### config.mk
export PLATFORM = sky130hd
export DESIGN_NAME = norm_store
export DESIGN_NICKNAME = d
export VERILOG_FILES = /design/src/verilog/hog_norm_pkg.sv /design/src/verilog/norm_store.sv
export SDC_FILE = /design/constraint.sdc
export NUM_CORES = 1
export LEC_CHECK = 0
export BUFFER_PORTS_ARGS = -buffer_cell sky130_fd_sc_hd__buf_2
export CAP_MARGIN = 40
export CORE_MARGIN = 3
export CORE_UTILIZATION = 31
export DETAILED_ROUTE_END_ITERATION = 8
export PLACE_DENSITY = 0.67
export SKIP_LAST_GASP = 1
export SLEW_MARGIN = 30
export SYNTH_ARGS = -nofsm -noshare
export SYNTH_HDL_FRONTEND = slang
export SYNTH_SLANG_ARGS = --single-unit
### constraint.sdc
create_clock -name aclk -period 1.2 [get_ports aclk]
set_input_delay 0 -clock aclk [delete_from_list [all_inputs] [get_ports aclk]]
set_output_delay 0 -clock aclk [all_outputs]
set_load 0.02 [all_outputs]
### src/verilog/hog_norm_pkg.sv
// HOG block normalization definitions
package hog_norm_pkg;

	// ------------------------------
	// widths and fixed-point formats
	// ------------------------------
	localparam int SOS_W = 35;                      // energy / norm / bin word
	localparam int QN    = 8;                       // frac bits of energies and norms
	localparam int YF    = 12;                      // frac bits of the rsqrt estimate

	localparam logic [31:0] MAGIC_NUM = 32'h5f37_59df; // fast rsqrt seed constant

	typedef logic [SOS_W-1:0]   sos_t;              // energy, norm or bin
	typedef logic [2*SOS_W-1:0] prod_t;             // full product
	typedef logic [QN-1:0]      feature_t;          // output feature

	localparam sos_t TRUNC_LIMIT = 35'd51;          // 0.2 in Q8

	// block order inside one 3x3 window
	typedef enum logic [2:0] {
		BLOCK_IDLE,                                 // waiting for a window
		BLOCK_RD,                                   // cells 1,2,4,5
		BLOCK_RU,                                   // cells 4,5,7,8
		BLOCK_LD,                                   // cells 2,3,5,6
		BLOCK_LU                                    // cells 5,6,8,9
	} block_e;

endpackage

### src/verilog/norm_store.sv
// Inverse norm store
`timescale 1ns/100ps

module norm_store (
	input  logic                aclk,
	input  logic                reset,
	input  logic                norm_valid,
	input  hog_norm_pkg::sos_t  norm,
	output logic                norm_ready,         // pulses once all four norms are held
	output hog_norm_pkg::sos_t  norm_rd,
	output hog_norm_pkg::sos_t  norm_ru,
	output hog_norm_pkg::sos_t  norm_ld,
	output hog_norm_pkg::sos_t  norm_lu
);

	logic [1:0] arr_cnt;                            // norms seen in this cell

	always_ff @(posedge aclk) begin
		if (reset) begin
			arr_cnt    <= 2'd0;
			norm_ready <= 1'b0;
		end else begin
			norm_ready <= norm_valid && (arr_cnt == 2'd3); // fourth one lands
			if (norm_valid) begin
				arr_cnt <= arr_cnt + 2'd1;          // wraps each cell
			end
		end
	end

	// arrival order rd, ru, ld, lu so rd ends at the far end
	always_ff @(posedge aclk) begin
		if (norm_valid) begin
			norm_lu <= norm;
			norm_ld <= norm_lu;
			norm_ru <= norm_ld;
			norm_rd <= norm_ru;
		end
	end

	// norms of a cell arrive as one run of four
	a_cell_aligned: assert property (@(posedge aclk) disable iff (reset)
		$rose(norm_valid) |-> arr_cnt == 2'd0);

endmodule

## Yosys cells after proc, flatten, opt, wreduce, memory -nomap -nowiden

Index checks and enable logic that the tools add are counted.

- Reductions and logical operators: 1
- Equal/unequal tests: 1
- Add/subtract/negate cells: 1

Operator list:

| operator | count |
|---|---|
| 2-bit by 1-bit adder with 2-bit output (second input constant) | 1 |
| 2-bit == test (second input constant) | 1 |
| 1-bit logical AND | 1 |

- Input port bits: 38
- Register bits after elaboration: 143
- Output and inout bits: 141

## Logic depth before layout (Yosys ltp)

- Depth in word-level cells: 2
- Gate-level depth with buffers: 3
- Mapped depth without buffers: 3

## Least setup slack after synthesis

OpenSTA, ideal clock, no wires.

- Kind: register -> register
- Start point: register arr_cnt[0]
- End point: register arr_cnt[1]
- Setup time: 0.114 ns
- Path slack: 0.348 ns
- Arrival: 0.737 ns
- Cell stages (with the launch flop): 4
- Required time: 1.086 ns
- Buffers on the path: 0
- Cell sequence: dfxtp_1 > ha_1 > mux2i_1 > nor2_1

- Word-level cells in the longest chain between the ends: 1

RTL lines:

| what | RTL line | RTL |
|---|---|---|
| start: declaration | norm_store.sv:16 | `logic [1:0] arr_cnt;` |
| start signal: assignment | norm_store.sv:25 | `arr_cnt <= arr_cnt + 2'd1;` |
| 2-bit by 1-bit adder with 2-bit output | norm_store.sv:25 |  |

No other way between the ends.
A chain may end at the register's enable or synchronous reset.

## Final worst setup path

- Start point: register norm_ru[28]
- End point: output port norm_ru[28]

RTL lines:

| what | RTL line | RTL |
|---|---|---|
| start: declaration | norm_store.sv:11 | `output hog_norm_pkg::sos_t norm_ru,` |
| start signal: assignment | norm_store.sv:35 | `norm_ru <= norm_ld;` |

No word-level cell between the ends.

==> out/metrics.csv <==
stage;metric;value;unit
cells_and_area;most frequent cells in the layout;buf_2 (177), edfxtp_1 (140), dlygate4sd3_1 (37), clkbuf_16 (17), buf_4 (6);
detailed_routing;DR WL/cell;15.6;µm
min_path;Hold Path Depth;2;
detailed_routing;Final ANT Viol Nets;0;
logic_synthesis;post-synthesis cell type count;7;
floorplanning;io pins;179;
critical_path;Worst setup EP type;primary output;
critical_path;Critical-path top delay cell;edfxtp_1;
floorplanning;Die X;124;µm
clock_tree;H-tree depth;4;
critical_path;arrival time at the worst endpoint;1020;ps
critical_path;max incr delay on CP;430;ps
floorplanning;die height;124;µm
global_routing;vias in the first global route;2485;
floorplanning;FP Rows;42;
logic_synthesis;Syn Inst Count;149;
logic_synthesis;#FFs+latches synth;143;
critical_path;RR Startpoint;arr_cnt[0];
critical_path;FF-to-FF path depth;3;
logic_synthesis;Cell Area, Synth;4310;µm²
logic_synthesis;syn nets;188;
clock_tree;Bufs on Longest Clock Path;2;
clock_tree;setup bufs post-CTS;0;
power_and_ir_drop;power density cells;1880;nW/µm²
power_and_ir_drop;Peak VDD IR;1300;µV
global_routing;grt total ovfl;0;
placed_design;hpwl dp;6250;µm
detailed_routing;Via Count;2379;
min_path;hold path endpoint;norm_lu[12];
global_routing;Total GRT Usage;11.9;%
cells_and_area;Layout area overhead;50.8;%
clock_tree;Clk Latency, worst-skew pair;410;ps
critical_path;family with the most delay on the worst path;flip-flops;
placed_design;dpl cells;512;
clock_tree;Sink Count;143;
cells_and_area;fillers;1135;
timing;max frequency;0.977;GHz
timing;final hold violation count;0;
status;status;finished, final reports clean;
floorplanning;starting utilization of the core area;32.2;%
timing;Clock Skews;6.99;ps
detailed_routing;initial drt markers;154;
clock_tree;CTS Root Cell;clkbuf_16;
logic_synthesis;sequential-to-total area share from yosys stat;98.9;%
timing;Tcrit/Tclk final;85.3;%
clock_tree;CTS tree;yes;
logic_synthesis;post-synth top area cell;edfxtp_1;
floorplanning;CORE AREA;13400;µm²
cells_and_area;share of cells above drive strength 1;53.8;%
timing;# setup viols final;0;
min_path;hold path start;norm[12];
logic_synthesis;top-area cell type share of the netlist area;97.5;%
timing;worst hold slack;301;ps
global_routing;initial antenna violation count;0;
clock_tree;Gates resized, CTS repair;0;
detailed_routing;iteration count of the initial detailed-routing pass;4;
timing;worst relative slew slack;77.5;%
global_routing;global-route wire length before repair;13200;µm
critical_path;Critical R2R Capture;arr_cnt[1];
floorplanning;die area;15400;µm²
critical_path;Startpoint Class;flip-flop;
power_and_ir_drop;leakage;2.62;nW
timing;Slew @ Worst Pin;337;ps
cells_and_area;Layout Cells excl Fill;582;
timing;Final min period;1020;ps
detailed_routing;Vias/cell;4.09;
detailed_routing;Residual DRC;0;
timing;max-slew violations;0;
job;maxcap violations;0;
critical_path;flop-to-flop setup slack;250;ps
clock_tree;Clock Pin Slew Worst Setup and Hold Paths;60;ps
min_path;min-delay worst type;in -> reg;
timing;Fin Setup TNS;0;ps
clock_tree;CTS buffer count;17;
cells_and_area;Finished Core Util;48.5;%
detailed_routing;Detailed Route WL;9050;µm
cells_and_area;commonest non-fill, non-tap cell in the layout;buf_2;
placed_design;port bufs;178;
critical_path;worst-path maximum fanout;2;
critical_path;Critical Path RT;1200;ps
global_routing;pin count of the biggest net entering global routing;31;
timing;RSZ-0062 raised after global routing;no;
logic_synthesis;largest cells by area after synthesis;edfxtp_1 (97%), dfxtp_1 (1.4%), ha_1 (0.29%);
critical_path;Setup Crit Path Kind;reg -> out;
power_and_ir_drop;Power, Total;12.2;mW
logic_synthesis;Ys Warns;0;
cells_and_area;Nets;431;
critical_path;CP Buf/Inv Count;1;
logic_synthesis;Synth Area per Inst;28.9;µm²
placed_design;Final GP Congestion;0.671;
critical_path;crit path cell chain;buf_2;
## state kept, by name, indices dropped and copies added (netlist names)
| name | flops |
|---|---|
| norm_ld | 35 |
| norm_ru | 35 |
| norm_lu | 35 |
| arr_cnt | 2 |
| norm_ready | 1 |
| norm_rd | 35 |
## worst max path at each step
| stage | depth (start not counted) | slack (ps) | end | from |
|---|---|---|---|---|
| floorplan | 3 | 350 | arr_cnt[1] | arr_cnt[0] |
| global placement | 3 | 310 | arr_cnt[1] | arr_cnt[0] |
| detailed placement | 3 | 290 | arr_cnt[1] | arr_cnt[0] |
| CTS | 1 | 110 | norm_ru[28] | norm_ru[28] |
| global route | 1 | 110 | norm_ru[28] | norm_ru[28] |
| finish | 1 | 180 | norm_ru[28] | norm_ru[28] |
## area by class of cell
cell class | count | area [µm²] | share of cell area [%]
diodes | 1 | 2.50 | 0.0385
clock inverters | 15 | 170 | 2.62
flip-flops and latches | 143 | 4260 | 65.6
repair buffers | 224 | 1370 | 21.1
multi-input cells | 6 | 48.8 | 0.750
well taps | 176 | 220 | 3.39
clock buffers | 17 | 425 | 6.54
## cells in the mapped netlist
cell	number
nor2_1	2
xnor2_1	1
mux2i_1	1
and3b_2	1
ha_1	1
dfxtp_1	3
edfxtp_1	140
## cells by family after synthesis
logic type / synth area share [%]
mux: 0.232
xor+xnor: 0.203
flops: 98.9
simple gates: 0.406
fa+ha+maj: 0.290
## stage by stage
stage                     cell area [µm²]  setup WS [ps]
after floorplan                      4310            348
after global placement               5540            314
after detailed placement             5540            287
after CTS                            6500            112
after global routing                 6500            108
final                                6500            176
## timing repair
action	CTS	global route
setup endpoints to repair	0	0
hold buffers	37	0
endpoints found under the hold margin	57	0
## report_power, final
part / internal, mW / switching, mW
logic: 0.363 / 0.652
registers: 5.88 / 0.150
clock network: 3.25 / 1.94
## routing by layer
layer,track usage [%],share of wire (%),vias up
li1,-,-,1099
met1,13.8,41,1154
met2,19.0,49,116
met3,5.72,9.2,10
met4,4.93,1.1,0
met5,0,0,-
Note: power is estimated with default switching activity, not from simulation.
