--- src/verilog/hog_norm_pkg.sv ---
// HOG block normalization definitions
package hog_norm_pkg;

	// ------------------------------
	// widths and fixed-point formats
	// ------------------------------
	localparam int SOS_W = 35;                      // energy / norm / bin word
	localparam int QN    = 8;                       // frac bits of energies and norms
	localparam int YF    = 12;                      // frac bits of the rsqrt estimate

	localparam logic [31:0] MAGIC_NUM = 32'h5f37_59df; // fast rsqrt seed constant

	typedef logic [SOS_W-1:0]   sos_t;              // energy, norm or bin
	typedef logic [2*SOS_W-1:0] prod_t;             // full product
	typedef logic [QN-1:0]      feature_t;          // output feature

	localparam sos_t TRUNC_LIMIT = 35'd51;          // 0.2 in Q8

	// block order inside one 3x3 window
	typedef enum logic [2:0] {
		BLOCK_IDLE,                                 // waiting for a window
		BLOCK_RD,                                   // cells 1,2,4,5
		BLOCK_RU,                                   // cells 4,5,7,8
		BLOCK_LD,                                   // cells 2,3,5,6
		BLOCK_LU                                    // cells 5,6,8,9
	} block_e;

endpackage

--- src/verilog/block_energy_sum.sv ---
// Block energy sequencer
`timescale 1ns/100ps

module block_energy_sum (
	input  logic                aclk,
	input  logic                reset,
	input  logic                window_valid,       // one pulse per cell
	input  hog_norm_pkg::sos_t  sos_1,
	input  hog_norm_pkg::sos_t  sos_2,
	input  hog_norm_pkg::sos_t  sos_3,
	input  hog_norm_pkg::sos_t  sos_4,
	input  hog_norm_pkg::sos_t  sos_5,              // centre cell
	input  hog_norm_pkg::sos_t  sos_6,
	input  hog_norm_pkg::sos_t  sos_7,
	input  hog_norm_pkg::sos_t  sos_8,
	input  hog_norm_pkg::sos_t  sos_9,
	output logic                block_valid,
	output hog_norm_pkg::sos_t  block_sos           // four-cell sum plus epsilon
);

	hog_norm_pkg::block_e state, state_nxt;
	hog_norm_pkg::sos_t   quad_sum;

	always_ff @(posedge aclk) begin
		if (reset) begin
			state <= hog_norm_pkg::BLOCK_IDLE;
		end else begin
			state <= state_nxt;
		end
	end

	always_comb begin
		state_nxt = state;                          // hold by default
		case (state)
			hog_norm_pkg::BLOCK_IDLE: begin
				if (window_valid) begin
					state_nxt = hog_norm_pkg::BLOCK_RD;
				end
			end
			hog_norm_pkg::BLOCK_RD: state_nxt = hog_norm_pkg::BLOCK_RU;
			hog_norm_pkg::BLOCK_RU: state_nxt = hog_norm_pkg::BLOCK_LD;
			hog_norm_pkg::BLOCK_LD: state_nxt = hog_norm_pkg::BLOCK_LU;
			default:                state_nxt = hog_norm_pkg::BLOCK_IDLE;
		endcase
	end

	// sum picked by the state being entered, so data lines up with valid
	always_comb begin
		case (state_nxt)
			hog_norm_pkg::BLOCK_RD: quad_sum = sos_1 + sos_2 + sos_4 + sos_5 + 35'd1;
			hog_norm_pkg::BLOCK_RU: quad_sum = sos_4 + sos_5 + sos_7 + sos_8 + 35'd1;
			hog_norm_pkg::BLOCK_LD: quad_sum = sos_2 + sos_3 + sos_5 + sos_6 + 35'd1;
			hog_norm_pkg::BLOCK_LU: quad_sum = sos_5 + sos_6 + sos_8 + sos_9 + 35'd1;
			default:                quad_sum = '0;
		endcase
	end

	always_ff @(posedge aclk) begin
		if (reset) begin
			block_valid <= 1'b0;
		end else begin
			block_valid <= (state_nxt != hog_norm_pkg::BLOCK_IDLE); // four cycles high
		end
		block_sos <= quad_sum;                      // +1 is one Q8 lsb
	end

	// a new window only while the previous four blocks are done
	a_window_idle: assert property (@(posedge aclk) disable iff (reset)
		window_valid |-> state == hog_norm_pkg::BLOCK_IDLE);

endmodule

--- config.mk ---
export PLATFORM = sky130hd
export DESIGN_NAME = block_energy_sum
export DESIGN_NICKNAME = d
export VERILOG_FILES = /design/src/verilog/hog_norm_pkg.sv /design/src/verilog/block_energy_sum.sv
export SDC_FILE = /design/constraint.sdc
export NUM_CORES = 1
export LEC_CHECK = 0
export BUFFER_PORTS_ARGS = -buffer_cell sky130_fd_sc_hd__buf_2
export CORE_ASPECT_RATIO = 1.5
export CORE_UTILIZATION = 35
export CTS_CLUSTER_SIZE = 40
export DETAILED_ROUTE_END_ITERATION = 10
export PLACE_DENSITY = 0.55
export SLEW_MARGIN = 5
export SYNTH_ARGS = -nofsm -noshare
export SYNTH_HDL_FRONTEND = slang
export SYNTH_SLANG_ARGS = --single-unit
--- constraint.sdc ---
create_clock -name aclk -period 5.3 [get_ports aclk]
set_input_delay 0.795 -clock aclk [delete_from_list [all_inputs] [get_ports aclk]]
set_output_delay 0.795 -clock aclk [all_outputs]
set_load 0.01 [all_outputs]
# ---- Word-level counts from Yosys, hierarchy flattened
# Index checks and enable logic that the tools add are counted.
dict set report op_classes {
  n_addsub 16
  n_mux 3
  reduce_logical 2
  n_eq_ne 7
}
# cell n
set ops {}
lappend ops {{$add 35x35->35} 12}
lappend ops {{$add 35x1->35 const B} 4}
lappend ops {{$pmux 35 s4} 1}
lappend ops {{$eq 3x2->1 const B} 4}
lappend ops {{$pmux 3 s4} 1}
lappend ops {{$eq 3x1->1 const B} 2}
lappend ops {{$eq 3x3->1 const B} 1}
lappend ops {{$logic_not 3->1} 1}
lappend ops {{$mux 3} 1}
lappend ops {{$reduce_bool 3->1} 1}
dict set report totals {
  wordCells 31
  regBits 39
}

# ---- Longest topological paths before layout
dict set report logic_depth {
  depth_word 5
  ltp_mapped 17
}

# ---- Worst setup path before layout
# Ideal clock, no wire load.
dict set report synth_timing {
  path_kind {input-to-reg}
  from {input port sos_5[1]}
  to {register block_sos[33]}
  stages 17
  path_slack_ps 795
  arrival_time_ps 4364
  n_path_buf 0
  path_cell_list {inv_1 -> fa_1 -> fa_1 -> inv_1 -> ha_1 -> inv_1 -> fa_1 -> nand2b_1 -> a21oi_2 -> o311ai_1 -> o21ai_1 -> a21oi_4 -> o31ai_2 -> a41oi_2 -> xnor2_1 -> a211oi_2 -> o221ai_1}
}
dict set report synth_via {
  elab_chain_len 5
  elab_cells_between_ends 14
  classes_between {add/sub (13); mux (1)}
}
# item line_no
set synth_lines {}
lappend synth_lines {{start, declared} block_energy_sum.sv:12} ;# input hog_norm_pkg::sos_t sos_5,
lappend synth_lines {{$add 35x35->35 (on tied branches) (3 in a row)} {block_energy_sum.sv:53, block_energy_sum.sv:51}}
lappend synth_lines {{$add 35x1->35 (on tied branches)} {block_energy_sum.sv:53, block_energy_sum.sv:51}}
lappend synth_lines {{$pmux 35 s4 (*)} block_energy_sum.sv:49} ;# case (state_nxt)
lappend synth_lines {{net quad_sum[33]} block_energy_sum.sv:22} ;# hog_norm_pkg::sos_t quad_sum;
lappend synth_lines {{end signal, assigned} block_energy_sum.sv:64} ;# block_sos <= quad_sum;
lappend synth_lines {{end, declared} block_energy_sum.sv:18} ;# output hog_norm_pkg::sos_t block_sos
# Mark *: on every way through the listed nets, which the timed path passes. The rest lies on a longest branch.
# A chain may end at the register's enable or synchronous reset.

# ---- Final worst setup path
dict set report layout_timing {
  from {input port sos_4[1]}
  to {register block_sos[31]}
}
dict set report layout_via {
  elab_chain_len 5
  elab_cells_between_ends 8
  classes_between {add/sub (7); mux (1)}
}
# item line_no
set layout_lines {}
lappend layout_lines {{start, declared} block_energy_sum.sv:11} ;# input hog_norm_pkg::sos_t sos_4,
lappend layout_lines {{$add 35x35->35 (3 in a row)} block_energy_sum.sv:51} ;# hog_norm_pkg::BLOCK_RU: quad_sum = sos_4 + sos_5 + sos_7 + sos_8 + 35'd1;
lappend layout_lines {{$add 35x1->35} block_energy_sum.sv:51}
lappend layout_lines {{$pmux 35 s4 (*)} block_energy_sum.sv:49}
lappend layout_lines {{net quad_sum[31]} block_energy_sum.sv:22}
# Marked as above.

==> results list <==
* Vertical extent of the die: ~260 um
- Summed over all layers, the routed wires come to 55200 um.
- Number of distinct library cells after synthesis: 87
- Antenna-violating nets left: 0
* Aggregate global routing overflow: 0
- Largest net degree at the start of global routing: 30
- TritonCTS built the clock tree.
* Static Leakage: approximately 10 nW
- TritonCTS created 5 clock buffers.
* Yosys reg bits: 39
* Chip Width: approximately 180 um
- Counting cells, the worst reg-to-reg path comes to 6.
- Fraction of synthesized cell area taken by the top area cell type: 33.9%
- The worst register-to-register path ends at block_sos[27].
- Clk Tree Root Cell: sky130_fd_sc_hd__clkbuf_16
- Setup Crit Path Kind: in -> reg
- Synthesis produced a netlist whose cell count is 1924.
- Summing the areas of all and, or, nand and nor instances in the mapped netlist gives 8.54% of the synthesized area.
- Part of the Yosys area used for sequential elements: 4.87%
- Number of antenna violations at the first check in global routing: 1
- Of all nets on the critical path, the largest fanout is 4.
* Buffer and inverter count on the worst path: 5
- List of cells traversed by the critical path: buf_2 -> inv_1 -> fa_1 -> fa_1 -> inv_1 -> ha_1 -> inv_1 -> fa_1 -> nand2b_1 -> a21o_1 -> a31oi_2 -> a31oi_4 -> o21ai_2 -> a31oi_2 -> o31ai_1 -> buf_4 -> a21oi_1 -> xnor2_1 -> a211o_1
- Routed via count: 14.3k
- RSZ-0062 raised after global routing: false
* Register-to-Register Setup Slack: between 2 and 3 ns
* Max_slew headroom: around two fifths
- During placement, the flow inserted port buffers numbering 353.
* Synth Warn #: 0
- Net total in the final layout: between 2k and 3k
* Combinational share of power: 87.8%
- The final-report max-slew violation count is 0.
- Setup TNS: 0 ns
- The worst setup path is captured at a flop.
* Slowest stage delay, CP: 0.45 ns
* Cell Rows: 95
* Core Box Area: about 0.045 sq mm
* Post-synth design cell area: ~0.016 sq mm
- Post-detailed-placement half-perimeter wirelength: just under 50000 um
- Most frequent cells after synthesis: sky130_fd_sc_hd__inv_1, sky130_fd_sc_hd__fa_1, sky130_fd_sc_hd__ha_1
- DRC violation count after routing: 0
- The H-tree generated during clock tree synthesis spans 2 levels.
- Hold-critical path endpoint: state[1]
- For the final database, setup skew stands at between 0.01 and 0.015 ns.
- Overall die area: approximately 0.047 sq mm
- For the pin with the worst max-slew slack, the measured transition is a little over 0.9 ns.
- Count of TritonRoute iterations in the first routing pass: 5
* Number of hold buffers added after cts: 0
* Worst hold path stage count: 1
- Shortest period the worst path allows: about 4.8 ns
- 354 I/O pins were placed.
- Critical Path Source Type: input pin
* Wire length of the first global-routing pass: approximately 85000 um
* Proportion of register bits with asynchronous set or reset after synthesis: 0%
* Dominant cells by area after synthesis: sky130_fd_sc_hd__fa_1, sky130_fd_sc_hd__inv_1, sky130_fd_sc_hd__ha_1
* Beginning of the worst register-to-register path: state[1]
- The portion of synthesized area spent on multiplexers is 0.499%.
- Cell with the most instances after synthesis: sky130_fd_sc_hd__inv_1
- Main combinational cell family by area after synthesis: adder cells
- Avg Inst Size Synth: about 8.3 sq um
- Data arrives at the worst endpoint at ~5.0 ns.
* Longest Clk Path Bufs: 2
- Area Growth Syn to Fin: 16.0%
- Adder-cell area share of the yosys netlist: between 40% and 50%
- In the global route stage, overall resource usage came out at a little under a quarter.
- Xor/xnor cell area share of the yosys netlist: just over 7%
- Internal power comes to 2.96 mW.
- Detailed Route Iter0 Violations: between 600 and 700
* Post-cts resize count: 0
- In the final routed layout, each cell accounts on average for 19.4 um.
- VDD IR-drop max: 0.000128 V
- Share of final-layout standard cells stronger than drive strength 1: 18.7%
- Post-CTS setup-driven buffer insertion count: 0
- Power Density: roughly 360 mW/mm^2
- Number of synthesized flops with an enable pin: 0
- The final critical path takes up around nine tenths of the cycle.
* Count of placed standard cells in the final layout, fillers left out: between 2k and 3k
- Once the floorplan was initialized, standard cells occupied 35.6% of the core.
- Critical path data required time: 5.49 ns
* Worst Hold Class: reg -> reg
* Area fraction in compound gates after synthesis: roughly a fifth
- Critical-path top delay cell: sky130_fd_sc_hd__fa_1
- The final count of hold timing violations is 0.
- In this run switching power makes up 55.4% of total power.
- For the worst-skew pair, the clock arrives at the later sink with an insertion delay of around 0.31 ns.
* Net count after synthesis: about 2.7k
- Relative contribution of sequential cells to total power: roughly 7.4%
- Summed over all instances, the cell type with the most area after synthesis is sky130_fd_sc_hd__fa_1.
- FILL cells: approximately 4.7k
- Once placement completed, the tool counted placed cells totaling between 2k and 3k.
- P_sw: roughly 3.7 mW
* Hold path start: state[2]
- The flow ran to the end, and the final reports show no timing, DRC or antenna violations.
- Most used DFF post-synth: sky130_fd_sc_hd__dfxtp_1
- CP top delay family: compound AO/OA/AOI/OAI gates
- Max-Cap Viols: 0
- The number of global-route vias before repair was 15.8k.
- Setup violations remaining at the end of the flow were counted as 0.
* Via count normalized by instance count: 5.04
* Sink count of the clock tree: 39
- Clock-pin transition on the worst setup and hold timing paths: 0.06 ns
- Routability-driven placement finished with a final weighted congestion of around 0.95.
- The share of total power dissipated in the clock network is 4.8%.
- For this run, the top clock speed supported by timing is 208 MHz.
-- final cells by class --
class | count | area (sq um) | share of cell area (%)
inverters | 552 | 2070 | 11.1
multi-input cells | 1291 | 13000 | 69.7
well taps | 582 | 728 | 3.91
clock buffers | 6 | 129 | 0.692
clock inverters | 2 | 12.5 | 0.0672
repair buffers | 374 | 1920 | 10.3
diodes | 1 | 2.50 | 0.0134
flip-flops and latches | 39 | 781 | 4.19
-- stage by stage --
stage / utilization [%] / power, mW / cell area, sq um / hold slack [ns] / worst slack [ns]
2_1_floorplan: - / 4.44 / 16000 / 0.498 / 0.795
3_3_place_gp: 41.0 / 6.27 / 18500 / 0.552 / 0.249
3_5_place_dp: 41.0 / 6.26 / 18500 / 0.551 / 0.198
4_1_cts: 41.3 / 6.63 / 18600 / 0.562 / 0.498
5_1_grt: 41.3 / 7.21 / 18600 / 0.609 / 0.279
6_report: 41.3 / 6.64 / 18600 / 0.561 / 0.485
-- kinds of logic (layout without fill, tap and decap cells) --
| logic type | after synthesis | count (layout) |
|---|---|---|
| DFF | 39 | 39 |
| buffers and inverters | 594 | 934 |
| AOI/OAI and AO/OA | 471 | 471 |
| and+or+nand+nor | 274 | 274 |
| other | 0 | 1 |
| adders and majority gates | 408 | 408 |
| muxes | 8 | 8 |
| xor gates and xnor gates | 130 | 130 |
-- layout by cell type (no fill, tap or decap), drive strengths merged, types with 8 or more instances in the layout --
| cell | synthesis | layout |
|---|---|---|
| nor2 | 51 | 51 |
| mux2i | 8 | 8 |
| nor3 | 17 | 17 |
| a31oi | 17 | 17 |
| nand3 | 29 | 29 |
| dfxtp | 39 | 39 |
| inv | 552 | 552 |
| ha | 136 | 136 |
| o21a | 15 | 15 |
| o221ai | 10 | 10 |
| a21o | 87 | 87 |
| o31ai | 9 | 9 |
| a22oi | 11 | 11 |
| and3 | 16 | 16 |
| o22ai | 8 | 8 |
| xnor2 | 81 | 81 |
| nor2b | 13 | 13 |
| o211ai | 25 | 25 |
| nand2b | 20 | 20 |
| nand4 | 18 | 18 |
| buf | 4 | 374 |
| xor2 | 49 | 49 |
| o21ai | 81 | 81 |
| a21oi | 125 | 125 |
| o21bai | 12 | 12 |
| a211oi | 17 | 17 |
| nand2 | 82 | 82 |
| fa | 272 | 272 |
-- power groups by stage --
stage | Combinational (mW) | Clock [mW] | Sequential (mW)
after floorplan | 3.92 | 0 | 0.519
after global placement | 5.77 | 0 | 0.502
after detailed placement | 5.76 | 0 | 0.498
after CTS | 5.80 | 0.332 | 0.495
after global routing | 6.37 | 0.339 | 0.497
final | 5.82 | 0.321 | 0.492
-- worst max path at each step --
stage                        start             to  depth (start not counted)
after floorplan           sos_5[1]  block_sos[33]                         17
after global placement    sos_2[1]  block_sos[31]                         19
after detailed placement  sos_2[1]  block_sos[31]                         19
after CTS                 sos_2[1]  block_sos[31]                         19
after global routing      sos_5[1]  block_sos[33]                         18
final                     sos_4[1]  block_sos[31]                         19
-- worst register-to-register path, stage by stage, from the launching register on --
cell	delay (ns)
sky130_fd_sc_hd__dfxtp_1	0.38
sky130_fd_sc_hd__buf_4	0.38
sky130_fd_sc_hd__nand3b_1	0.64
sky130_fd_sc_hd__buf_4	0.36
sky130_fd_sc_hd__nor4b_1	0.09
sky130_fd_sc_hd__nor3_1	0.31
sky130_fd_sc_hd__o211ai_1	0.14
-- sequential cells by signal (all words and copies together) (netlist names) --
register and cells:
block_valid 1, state 3, block_sos 35
-- per-layer routing --
layer / up-vias / track usage (%) / wire length, um
met5: - / 0 / 0
met4: 0 / 9.51 / 2340
met3: 93 / 1.50 / 1640
met2: 400 / 48.9 / 31900
met1: 7014 / 24.6 / 19400
li1: 6830 / - / -
(Power assumes the default switching activity.)
